<file path="config.mk">
export PLATFORM = sky130hd
export DESIGN_NAME = flow_top
export DESIGN_NICKNAME = d
export VERILOG_FILES = /design/src/source/flow_pkg.sv /design/src/source/flow_fifo.sv /design/src/source/vc_router.sv /design/src/source/flow_ctrl.sv /design/src/source/flow_top.sv
export VERILOG_INCLUDE_DIRS = /design/src /design/src/include
export SDC_FILE = /design/constraint.sdc
export NUM_CORES = 1
export LEC_CHECK = 0
export BUFFER_PORTS_ARGS = -buffer_cell sky130_fd_sc_hd__buf_2
export CAP_MARGIN = 20
export CELL_PAD_IN_SITES_DETAIL_PLACEMENT = 0
export CELL_PAD_IN_SITES_GLOBAL_PLACEMENT = 1
export CORE_ASPECT_RATIO = 1.2
export CORE_MARGIN = 3
export CORE_UTILIZATION = 45
export DETAILED_ROUTE_END_ITERATION = 7
export PLACE_DENSITY = 0.78
export SKIP_CTS_REPAIR_TIMING = 1
export SLEW_MARGIN = 20
export SYNTH_ARGS = -nofsm -noshare
export SYNTH_HDL_FRONTEND = slang
export SYNTH_HIERARCHICAL = 1
export SYNTH_SLANG_ARGS = --single-unit
</file>
<file path="constraint.sdc">
create_clock -name clk -period 3.92 [get_ports clk]
set_clock_uncertainty 0.15 [all_clocks]
set_input_delay 0.196 -clock clk [delete_from_list [all_inputs] [get_ports clk]]
set_output_delay 0.196 -clock clk [all_outputs]
set_load 0.01 [all_outputs]
</file>
<file path="src/include/flow_config.svh">
`ifndef FLOW_CONFIG_SVH
`define FLOW_CONFIG_SVH

// Payload bits carried by each word
`define FLOW_DATA_W 8

// Destination field above the payload
`define FLOW_DEST_W 2

// Output FIFOs behind the router
`define FLOW_PORTS 4

// Input FIFO depth
`define FLOW_IN_DEPTH 8

// Depth of each output FIFO
`define FLOW_OUT_DEPTH 4

// Counts and thresholds, wide enough for the deepest FIFO
`define FLOW_CNT_W 4

`endif

</file>
<file path="src/source/flow_pkg.sv">
`include "flow_config.svh"

package flow_pkg;

  typedef logic [`FLOW_DATA_W-1:0] payload_t;

  typedef logic [`FLOW_DEST_W-1:0] dest_t;

  // Destination in the upper bits, payload below
  typedef logic [`FLOW_DEST_W+`FLOW_DATA_W-1:0] word_t;

  typedef logic [`FLOW_CNT_W-1:0] count_t;

  typedef logic [`FLOW_PORTS-1:0] port_mask_t;

  // Bit 0 is the input FIFO, bits 1 and up the output FIFOs
  typedef logic [`FLOW_PORTS:0] status_t;

  // One-hot controller states
  typedef enum logic [6:0] {
    RESET      = 7'b000_0001,
    ERROR      = 7'b000_0010,
    INIT       = 7'b000_0100,
    IDLE_EMPTY = 7'b000_1000,
    PAUSE      = 7'b001_0000,
    RESUME     = 7'b010_0000,
    ACTIVE     = 7'b100_0000
  } ctrl_state_t;

endpackage

</file>
<file path="src/source/flow_fifo.sv">
`timescale 1ns/1ps
`include "flow_config.svh"

module flow_fifo #(
  parameter int DEPTH = `FLOW_OUT_DEPTH
) (
  input  logic             clk,
  input  logic             rst,
  input  logic             push,
  input  flow_pkg::word_t  push_data,
  input  logic             pop,
  output flow_pkg::word_t  pop_data,
  input  flow_pkg::count_t thresh_afull,
  input  flow_pkg::count_t thresh_aempty,
  output logic             full,
  output logic             almost_full,
  output logic             empty,
  output logic             almost_empty
);

  localparam int PTR_W = (DEPTH > 1) ? $clog2(DEPTH) : 1;

  flow_pkg::word_t  mem [DEPTH];
  logic [PTR_W-1:0] wr_ptr;
  logic [PTR_W-1:0] rd_ptr;
  flow_pkg::count_t count;
  logic             do_push;
  logic             do_pop;

  // Pointer advance with wrap at the last entry
  function automatic logic [PTR_W-1:0] next_ptr(input logic [PTR_W-1:0] ptr);
    logic [PTR_W-1:0] nxt;
    if (ptr == PTR_W'(DEPTH - 1)) begin
      nxt = '0;
    end else begin
      nxt = ptr + 1'b1;
    end
    return nxt;
  endfunction

  // Status flags straight from the occupancy
  assign full         = (count == flow_pkg::count_t'(DEPTH));
  assign empty        = (count == '0);
  assign almost_full  = (count >= thresh_afull);
  assign almost_empty = !empty && (count <= thresh_aempty);

  // Push into a full FIFO or pop from an empty one is dropped
  assign do_push = push && !full;
  assign do_pop  = pop && !empty;

  // Head word is visible without a read latency
  assign pop_data = mem[rd_ptr];

  always_ff @(posedge clk) begin
    if (do_push) begin
      mem[wr_ptr] <= push_data;
    end
  end

  always_ff @(posedge clk) begin
    if (!rst) begin
      wr_ptr <= '0;
      rd_ptr <= '0;
      count  <= '0;
    end else begin
      if (do_push) begin
        wr_ptr <= next_ptr(wr_ptr);
      end
      if (do_pop) begin
        rd_ptr <= next_ptr(rd_ptr);
      end
      case ({do_push, do_pop})
        2'b10:   count <= count + 1'b1;
        2'b01:   count <= count - 1'b1;
        default: count <= count;
      endcase
    end
  end

endmodule

</file>
<file path="src/source/vc_router.sv">
`timescale 1ns/1ps
`include "flow_config.svh"

module vc_router (
  input  logic                 clk,
  input  logic                 rst,
  input  logic                 fwd_en,
  input  flow_pkg::port_mask_t pause,
  input  logic                 in_empty,
  input  flow_pkg::word_t      in_data,
  output logic                 in_pop,
  input  flow_pkg::port_mask_t out_full,
  output flow_pkg::port_mask_t out_push,
  output flow_pkg::word_t      out_data
);

  flow_pkg::dest_t      dest;
  flow_pkg::port_mask_t dest_mask;
  flow_pkg::port_mask_t blocked;
  logic                 move;

  // Destination field of the head word
  assign dest = in_data[`FLOW_DATA_W +: `FLOW_DEST_W];

  // One-hot select of the target output
  always_comb begin
    dest_mask = '0;
    for (int i = 0; i < `FLOW_PORTS; i++) begin
      if (dest == flow_pkg::dest_t'(i)) begin
        dest_mask[i] = 1'b1;
      end
    end
  end

  // A port is blocked while full, paused, or with a push still in flight,
  // since its full flag does not yet count that word
  assign blocked = out_full | pause | out_push;

  // Head-of-line stall keeps per-destination order
  assign move   = fwd_en && !in_empty && ((dest_mask & blocked) == '0);
  assign in_pop = move;

  always_ff @(posedge clk) begin
    if (!rst) begin
      out_push <= '0;
    end else if (move) begin
      out_push <= dest_mask;
    end else begin
      out_push <= '0;
    end
  end

  // Word held for the push cycle
  always_ff @(posedge clk) begin
    if (move) begin
      out_data <= in_data;
    end
  end

endmodule

</file>
<file path="src/source/flow_ctrl.sv">
`timescale 1ns/1ps
`include "flow_config.svh"

module flow_ctrl (
  input  logic                 clk,
  input  logic                 rst,
  input  logic                 start,
  input  logic                 cfg_wr,
  input  flow_pkg::count_t     cfg_afull,
  input  flow_pkg::count_t     cfg_aempty,
  input  flow_pkg::status_t    full,
  input  flow_pkg::status_t    almost_full,
  input  flow_pkg::status_t    empty,
  input  flow_pkg::status_t    almost_empty,
  output flow_pkg::count_t     thresh_afull,
  output flow_pkg::count_t     thresh_aempty,
  output logic                 fwd_en,
  output flow_pkg::port_mask_t pause,
  output logic                 resume,
  output logic                 idle,
  output logic                 error_full
);

  flow_pkg::ctrl_state_t state;
  flow_pkg::ctrl_state_t next_state;
  flow_pkg::port_mask_t  out_afull;
  logic                  any_full;
  logic                  any_out_afull;

  // Output FIFOs sit above the input FIFO in the status vectors
  assign out_afull     = almost_full[`FLOW_PORTS:1];
  assign any_out_afull = |out_afull;
  assign any_full      = |full;

  always_ff @(posedge clk) begin
    if (!rst) begin
      state <= flow_pkg::RESET;
    end else begin
      state <= next_state;
    end
  end

  always_comb begin
    next_state = state;
    case (state)
      flow_pkg::ACTIVE: begin
        if (any_full) begin
          next_state = flow_pkg::ERROR;
        end else if (any_out_afull) begin
          next_state = flow_pkg::PAUSE;
        end else if (empty[0]) begin
          next_state = flow_pkg::IDLE_EMPTY;
        end else if (almost_empty[0]) begin
          next_state = flow_pkg::RESUME;
        end else begin
          next_state = flow_pkg::ACTIVE;
        end
      end
      flow_pkg::RESUME: begin
        next_state = any_full ? flow_pkg::ERROR : flow_pkg::ACTIVE;
      end
      flow_pkg::PAUSE: begin
        next_state = any_out_afull ? flow_pkg::PAUSE : flow_pkg::ACTIVE;
      end
      flow_pkg::IDLE_EMPTY: begin
        next_state = empty[0] ? flow_pkg::IDLE_EMPTY : flow_pkg::ACTIVE;
      end
      flow_pkg::INIT: begin
        next_state = start ? flow_pkg::IDLE_EMPTY : flow_pkg::INIT;
      end
      // Only a reset leaves ERROR
      flow_pkg::ERROR: begin
        next_state = flow_pkg::ERROR;
      end
      flow_pkg::RESET: begin
        next_state = rst ? flow_pkg::INIT : flow_pkg::RESET;
      end
      // Recover from a corrupted encoding
      default: begin
        next_state = flow_pkg::RESET;
      end
    endcase
  end

  // Outputs decoded from the next state, one cycle behind the decision
  always_ff @(posedge clk) begin
    if (!rst) begin
      fwd_en     <= 1'b0;
      pause      <= '0;
      resume     <= 1'b0;
      idle       <= 1'b0;
      error_full <= 1'b1;
    end else begin
      fwd_en <= (next_state == flow_pkg::ACTIVE) ||
                (next_state == flow_pkg::RESUME) ||
                (next_state == flow_pkg::IDLE_EMPTY);
      pause      <= (next_state == flow_pkg::PAUSE) ? out_afull : '0;
      resume     <= (next_state == flow_pkg::RESUME);
      idle       <= (next_state == flow_pkg::IDLE_EMPTY);
      error_full <= (next_state == flow_pkg::ERROR) ||
                    (next_state == flow_pkg::RESET);
    end
  end

  // Thresholds shared by all five FIFOs, writable in INIT only
  always_ff @(posedge clk) begin
    if (!rst) begin
      thresh_afull  <= flow_pkg::count_t'(`FLOW_OUT_DEPTH - 1);
      thresh_aempty <= flow_pkg::count_t'(1);
    end else if (cfg_wr && (state == flow_pkg::INIT)) begin
      thresh_afull  <= cfg_afull;
      thresh_aempty <= cfg_aempty;
    end
  end

endmodule

</file>
<file path="src/source/flow_top.sv">
`timescale 1ns/1ps
`include "flow_config.svh"

module flow_top (
  input  logic                 clk,
  input  logic                 rst,
  input  logic                 start,
  input  logic                 cfg_wr,
  input  flow_pkg::count_t     cfg_afull,
  input  flow_pkg::count_t     cfg_aempty,
  input  logic                 in_push,
  input  flow_pkg::word_t      in_word,
  input  flow_pkg::port_mask_t out_pop,
  output flow_pkg::payload_t   out_data0,
  output flow_pkg::payload_t   out_data1,
  output flow_pkg::payload_t   out_data2,
  output flow_pkg::payload_t   out_data3,
  output flow_pkg::port_mask_t out_empty,
  output flow_pkg::port_mask_t pause,
  output logic                 resume,
  output logic                 idle,
  output logic                 error_full
);

  // Input FIFO side
  flow_pkg::word_t      in_head;
  logic                 in_pop;
  logic                 in_full;
  logic                 in_afull;
  logic                 in_empty;
  logic                 in_aempty;

  // Router to output FIFOs
  flow_pkg::port_mask_t rt_push;
  flow_pkg::word_t      rt_data;
  flow_pkg::word_t      out_word [`FLOW_PORTS];
  flow_pkg::port_mask_t out_full;
  flow_pkg::port_mask_t out_afull;
  flow_pkg::port_mask_t out_aempty;

  // Controller links
  flow_pkg::status_t    st_full;
  flow_pkg::status_t    st_afull;
  flow_pkg::status_t    st_empty;
  flow_pkg::status_t    st_aempty;
  flow_pkg::count_t     thresh_afull;
  flow_pkg::count_t     thresh_aempty;
  logic                 fwd_en;

  flow_fifo #(
    .DEPTH(`FLOW_IN_DEPTH)
  ) in_fifo (
    .clk          (clk),
    .rst          (rst),
    .push         (in_push),
    .push_data    (in_word),
    .pop          (in_pop),
    .pop_data     (in_head),
    .thresh_afull (thresh_afull),
    .thresh_aempty(thresh_aempty),
    .full         (in_full),
    .almost_full  (in_afull),
    .empty        (in_empty),
    .almost_empty (in_aempty)
  );

  vc_router router (
    .clk     (clk),
    .rst     (rst),
    .fwd_en  (fwd_en),
    .pause   (pause),
    .in_empty(in_empty),
    .in_data (in_head),
    .in_pop  (in_pop),
    .out_full(out_full),
    .out_push(rt_push),
    .out_data(rt_data)
  );

  for (genvar i = 0; i < `FLOW_PORTS; i++) begin : g_out
    flow_fifo #(
      .DEPTH(`FLOW_OUT_DEPTH)
    ) out_fifo (
      .clk          (clk),
      .rst          (rst),
      .push         (rt_push[i]),
      .push_data    (rt_data),
      .pop          (out_pop[i]),
      .pop_data     (out_word[i]),
      .thresh_afull (thresh_afull),
      .thresh_aempty(thresh_aempty),
      .full         (out_full[i]),
      .almost_full  (out_afull[i]),
      .empty        (out_empty[i]),
      .almost_empty (out_aempty[i])
    );
  end

  // Input FIFO in bit 0, outputs above
  assign st_full   = {out_full, in_full};
  assign st_afull  = {out_afull, in_afull};
  assign st_empty  = {out_empty, in_empty};
  assign st_aempty = {out_aempty, in_aempty};

  flow_ctrl ctrl (
    .clk          (clk),
    .rst          (rst),
    .start        (start),
    .cfg_wr       (cfg_wr),
    .cfg_afull    (cfg_afull),
    .cfg_aempty   (cfg_aempty),
    .full         (st_full),
    .almost_full  (st_afull),
    .empty        (st_empty),
    .almost_empty (st_aempty),
    .thresh_afull (thresh_afull),
    .thresh_aempty(thresh_aempty),
    .fwd_en       (fwd_en),
    .pause        (pause),
    .resume       (resume),
    .idle         (idle),
    .error_full   (error_full)
  );

  // Payloads leave without their destination bits
  assign out_data0 = out_word[0][`FLOW_DATA_W-1:0];
  assign out_data1 = out_word[1][`FLOW_DATA_W-1:0];
  assign out_data2 = out_word[2][`FLOW_DATA_W-1:0];
  assign out_data3 = out_word[3][`FLOW_DATA_W-1:0];

endmodule

</file>
---- Word-level counts from Yosys, hierarchy flattened ----
Memories as Yosys holds them, arrays and structs flattened. A register that Yosys moved wholly into a read port is not among the register bits.
Cells that the tools add are included.
word-level totals
  memory bits (writable) .................. 240
  bits in read-only memories .............. 0
  bits in latches ......................... 0
  output and inout bits ................... 43
  bits of input ports ..................... 27
  register bits ........................... 79
  word-level logic and storage cells ...... 191
  memories ................................ 5
memories
  name                   words  width  rd ports  clocked after memory_dff  write ports  line             source
  in_fifo.mem            8      10     1         1                         1            flow_fifo.sv:23  flow_pkg::word_t mem [DEPTH];
  g_out[0].out_fifo.mem  4      10     1         1                         1            flow_fifo.sv:23
  g_out[1].out_fifo.mem  4      10     1         1                         1            flow_fifo.sv:23
  g_out[2].out_fifo.mem  4      10     1         1                         1            flow_fifo.sv:23
  g_out[3].out_fifo.mem  4      10     1         1                         1            flow_fifo.sv:23
cells by class
  add/subtract/negate cells ............... 20
  div/mod/pow operators ................... 0
  $lt $le $gt $ge ......................... 5
  multiply operators ...................... 0
  reductions and logical operators ........ 43
  bitwise operators ....................... 3
  muxes and demuxes ....................... 49
  equality and inequality tests ........... 41
  shifts and indexed selects .............. 0
operator list
  kind                                                  count
  two-way mux 7 bit                                     7
  one-hot mux 7 bit (7 select lines)                    1
  one-hot mux 4 bit (2 select lines)                    5
  two-way mux 2 bit                                     16
  equality test 2 bit (second input constant)           15
  zero test 4 bit                                       6
  adder 4 x 1 -> 4 bit (second input constant)          5
  subtractor 4 x 1 -> 4 bit (second input constant)     5
  adder 2 x 1 -> 2 bit (second input constant)          8
  equality test 4 x 3 -> 1 bit (second input constant)  4
  greater-or-equal comparator 4 bit                     4
  two-way mux 3 bit                                     5
  equality test 7 x 1 -> 1 bit (second input constant)  2
  equality test 7 x 2 -> 1 bit (second input constant)  2
  equality test 7 x 4 -> 1 bit (second input constant)  2
  equality test 7 x 5 -> 1 bit (second input constant)  2
  equality test 7 x 6 -> 1 bit (second input constant)  2
  equality test 7 bit (second input constant)           2
  logical AND 1 bit                                     14
  two-way mux 1 bit                                     14
  equality test 2 x 1 -> 1 bit (second input constant)  6
  zero test 1 bit                                       10
  nonzero test 2 bit                                    5
  bitwise OR 4 bit                                      2
  12 further kinds                                      17

---- Logic depth before layout (Yosys ltp) ----
  depth after elaboration ................. 11
  gate-level depth with buffers ........... 15
  depth with buffers taken out ............ 14

---- By module ----
The synthesis kept the hierarchy.
modules (own cells, without submodules)
  module                             sequential area each (sq um)  cells an instance  instances  area an instance (sq um)
  flow_fifo (g_out[0].out_fifo ...)  1,401.3                       145                4          2,238.4
  flow_fifo (in_fifo)                2,662.6                       216                1          3,907.5
  flow_ctrl                          460.4                         103                1          970.9
  vc_router                          380.4                         31                 1          494.2

---- Worst setup path after synthesis ----
Ideal clock, no wire load.
  path type ............................... reg2reg
  from .................................... register with a tool-made name
  to ...................................... register in_fifo.count[2]
  library setup time ...................... 76 ps
  path buffers ............................ 1
  data arrival time ....................... 3,830 ps
  path slack .............................. -136 ps
  cell stages (with the launch flop) ...... 16
  data required time ...................... 3,694 ps
  clock period less this slack ............ 4,056 ps
  cell sequence ........................... dfxtp_1 > buf_2 > mux4_2 > mux2_2 > nand2b_1 > o21ai_1 > nor4b_2 > nand2b_4 > inv_1 > ha_1 > xor2_1 > ha_1 > a21oi_1 > xor2_1 > or3_1 > a21boi_0
RTL lines
  what                  line             source
  end signal, assigned  flow_fifo.sv:73  2'b10: count <= count + 1'b1;
  end signal, assigned  flow_fifo.sv:74  2'b01: count <= count - 1'b1;
  end signal, assigned  flow_fifo.sv:75  default: count <= count;
  end, declared         flow_fifo.sv:26  flow_pkg::count_t count;

==> flow_summary.toml <==
[run_status]
status = "complete, but fails checks"
violations = "negative hold slack"

[detailed_routing]
dr_wl_met3_um = 829
wl_per_cell_um = 17.1
vias = 6807
wirelength_um = 22800
first_iter_violations = 296
first_pass_iters = 4
dr.max_layer_used = "met4"
vias_per_cell = 5.11
met1_length_um = 9950
met2_length_um = 11700
drtAntennaViolNets = 0
drc_errors = 0

[setup_path]
max_stage_delay_ns = 0.51
critPathArrivalTime_ns = 3.85
cp-end-kind = "flip-flop"
r2r_cells = 14
critical_path.top_delay_family = "multiplexers"
required_ns = 4.23
cp_cell_sequence = "mux4_2 -> mux2_2 -> o311ai_2 -> o21ai_1 -> nor4b_4 -> nand2b_4 -> inv_1 -> ha_1 -> xor2_1 -> ha_1 -> a21oi_1 -> xor2_1 -> or3_1 -> a21boi_0"
r2r-end = "in_fifo/count[2]"
cp_num_buf_inv = 1
critPathLaunchType = "flip-flop"
r2r_setup_slack_ns = 0.37
slowest_stage = "mux4_2"
worstSetupPathType = "flip-flop to flip-flop"
path_max_fanout = 6

[synthesis]
yosysWarnings = 6
synthCells = 825
synth.avg_cell_area_um2 = 15.3
syn-num-nets = 907
synth_area_um2 = 12600

[sta]
rsz0062_at_grt = "false"
fin_ws_ns = 0.374
hold_viol = 7
fin_crit_sh_pct = 90.5
slew_headroom_pct = 42.3
tightest_slew_ns = 0.859
fin_crit_ns = 3.55
setup_tns_ns = 0
holdWs_ns = -0.0426
fmax_mhz = 282
setup_violations = 0
slew_viol_final = 0

[pwr]
power.internal_uw = 5070
pwr-share-seq_pct = 53.8
combPwrFrac_pct = 3.7
sw_frac_of_total_pct = 19.9
power_density_nw_per_um2 = 434
clkPwrFrac_pct = 42.5
vdd_drop_max_uv = 235
power_switching_uw = 1260
total_leakage_power_uw = 0.00520

[cells_and_area]
final_nets = 1017
num_antenna_cells = 0
drive_above_1_share_pct = 22.3
area_growth_pct = 15.5
finish.utilization_pct = 53.3
n_fill_cell = 2310

[place]
hpwl_um = 15400
io_buffers = 69
post-place-ws_ns = 0.230
gp_congestion = 0.743

[floorplanning]
dieHeight_um = 190
die_x_um = 159
start_util_pct = 46.1
dieArea_um2 = 30200
io_pins = 70
core_um2 = 27400
core.rowCount = 66

[worst_hold_path]
hold_start = "out_pop[0]"
whs_path_depth = 4
hold_path_end = "g_out[0].out_fifo/rd_ptr[1]"
hold_class = "input port to flip-flop"

[global_routing]
track_usage_pct = 15.3
overflow = 0
grt_max_degree = 31
grt_pass1_vias = 6995
grt_antenna_before_repair = 0
grt_pass1_wl_um = 37200

[clocking]
clkLatencyLatePin_ns = 0.53
htree_levels = 1
cts_buffers = 28
cts-root-buf = "clkbuf_16"
clkTransAtPathRegs_ns = 0.06
cts_tree = "yes"
clock-sinks = 296
clockBufferDepth = 3

[flow_run]
maxCapViolations = 0
layer usage:
layer  track usage, %  vias up
met4             3.70        0
met2             27.3      113
met5                0        -
li1                 -     3338
met1             19.6     3335
met3             2.68       21
final cells by class:
| cell class | count | area (um2) | area share (%) |
|---|---|---|---|
| inverter | 48 | 180 | 1.23 |
| multi-input combinational | 454 | 4250 | 29.1 |
| tap | 374 | 468 | 3.20 |
| clock inverter | 16 | 164 | 1.12 |
| sequential | 296 | 8090 | 55.4 |
| clock buffer | 36 | 772 | 5.29 |
| timing repair buffer | 107 | 688 | 4.71 |
through the flow:
stage               area [um2]  power, uW  std cells  hold WS [ns]
global route             14600       6590       1331       0.00787
global placement         13400       3690       1256         0.261
floorplan                12700       3610        825         0.108
detailed placement       13400       3700       1256         0.266
finish                   14600       6330       1331       -0.0426
CTS                      14400       6410       1308        -0.298
power by group through the flow:
stage / Combinational, uW / Clock, uW / Sequential [uW]
2_1_floorplan: 154 / 0 / 3460
3_3_place_gp: 217 / 0 / 3480
3_5_place_dp: 220 / 0 / 3480
4_1_cts: 221 / 2780 / 3410
5_1_grt: 265 / 2910 / 3410
6_report: 235 / 2690 / 3410
registers in the layout (all words and copies together), names as in the netlist, named ones only:
name	flops
ctrl/pause	4
ctrl/idle	1
g_out.out_fifo/mem	128
ctrl/fwd_en	1
g_out.out_fifo/rd_ptr	8
in_fifo/rd_ptr	3
in_fifo/mem	80
g_out.out_fifo/count	16
router/out_data	8
ctrl/resume	1
g_out.out_fifo/wr_ptr	8
ctrl/thresh_afull	4
in_fifo/count	4
ctrl/state	7
in_fifo/wr_ptr	3
ctrl/error_full	1
ctrl/thresh_aempty	4
router/out_push	4
placed cells by master, fill, tap and decap left out, types with 3 or more instances in the layout:
| master | instances |
|---|---|
| and2_1 | 31 |
| bufinv_16 | 3 |
| mux2i_1 | 23 |
| nor2_1 | 22 |
| clkbuf_16 | 29 |
| mux2_2 | 10 |
| clkinv_1 | 5 |
| or3b_1 | 4 |
| buf_2 | 69 |
| a21oi_2 | 4 |
| and3_1 | 4 |
| clkbuf_1 | 5 |
| or3_1 | 13 |
| nor4_1 | 10 |
| xor2_1 | 15 |
| clkinvlp_4 | 3 |
| nand2_1 | 30 |
| inv_1 | 47 |
| clkinv_2 | 3 |
| nor2b_1 | 28 |
| xnor2_1 | 6 |
| mux4_2 | 52 |
| a21boi_0 | 18 |
| o41ai_2 | 4 |
| ha_1 | 55 |
| nand3b_1 | 5 |
| dfxtp_1 | 79 |
| o21bai_1 | 4 |
| nand2b_1 | 12 |
| dlygate4sd3_1 | 23 |
| buf_4 | 15 |
| a21oi_1 | 20 |
| o21ai_0 | 16 |
| a211o_1 | 4 |
| a31oi_1 | 7 |
| nand4_1 | 4 |
| edfxtp_1 | 216 |
| nor3_1 | 22 |
worst reg2reg max path, cell delays in order, from the launching register on:
cell and delay [ns]:
dfxtp_2 0.42, mux4_2 0.51, mux2_2 0.34, o311ai_2 0.11
o21ai_1 0.16, nor4b_4 0.31, nand2b_4 0.11, inv_1 0.09
ha_1 0.25, xor2_1 0.17, ha_1 0.16, a21oi_1 0.05
xor2_1 0.17, or3_1 0.31, a21boi_0 0.17
worst max path at each step:
stage | slack [ns] | depth (start not counted) | to | startpoint
detailed placement | 0.23 | 14 | in_fifo/count[2] | flip-flop
global route | 0.11 | 14 | in_fifo/count[2] | flip-flop
floorplan | 0.19 | 15 | in_fifo/count[2] | flip-flop
global placement | 0.32 | 14 | in_fifo/count[2] | flip-flop
CTS | 0.22 | 14 | in_fifo/count[2] | flip-flop
finish | 0.37 | 14 | in_fifo/count[2] | flip-flop
(Power assumes the default switching activity.)
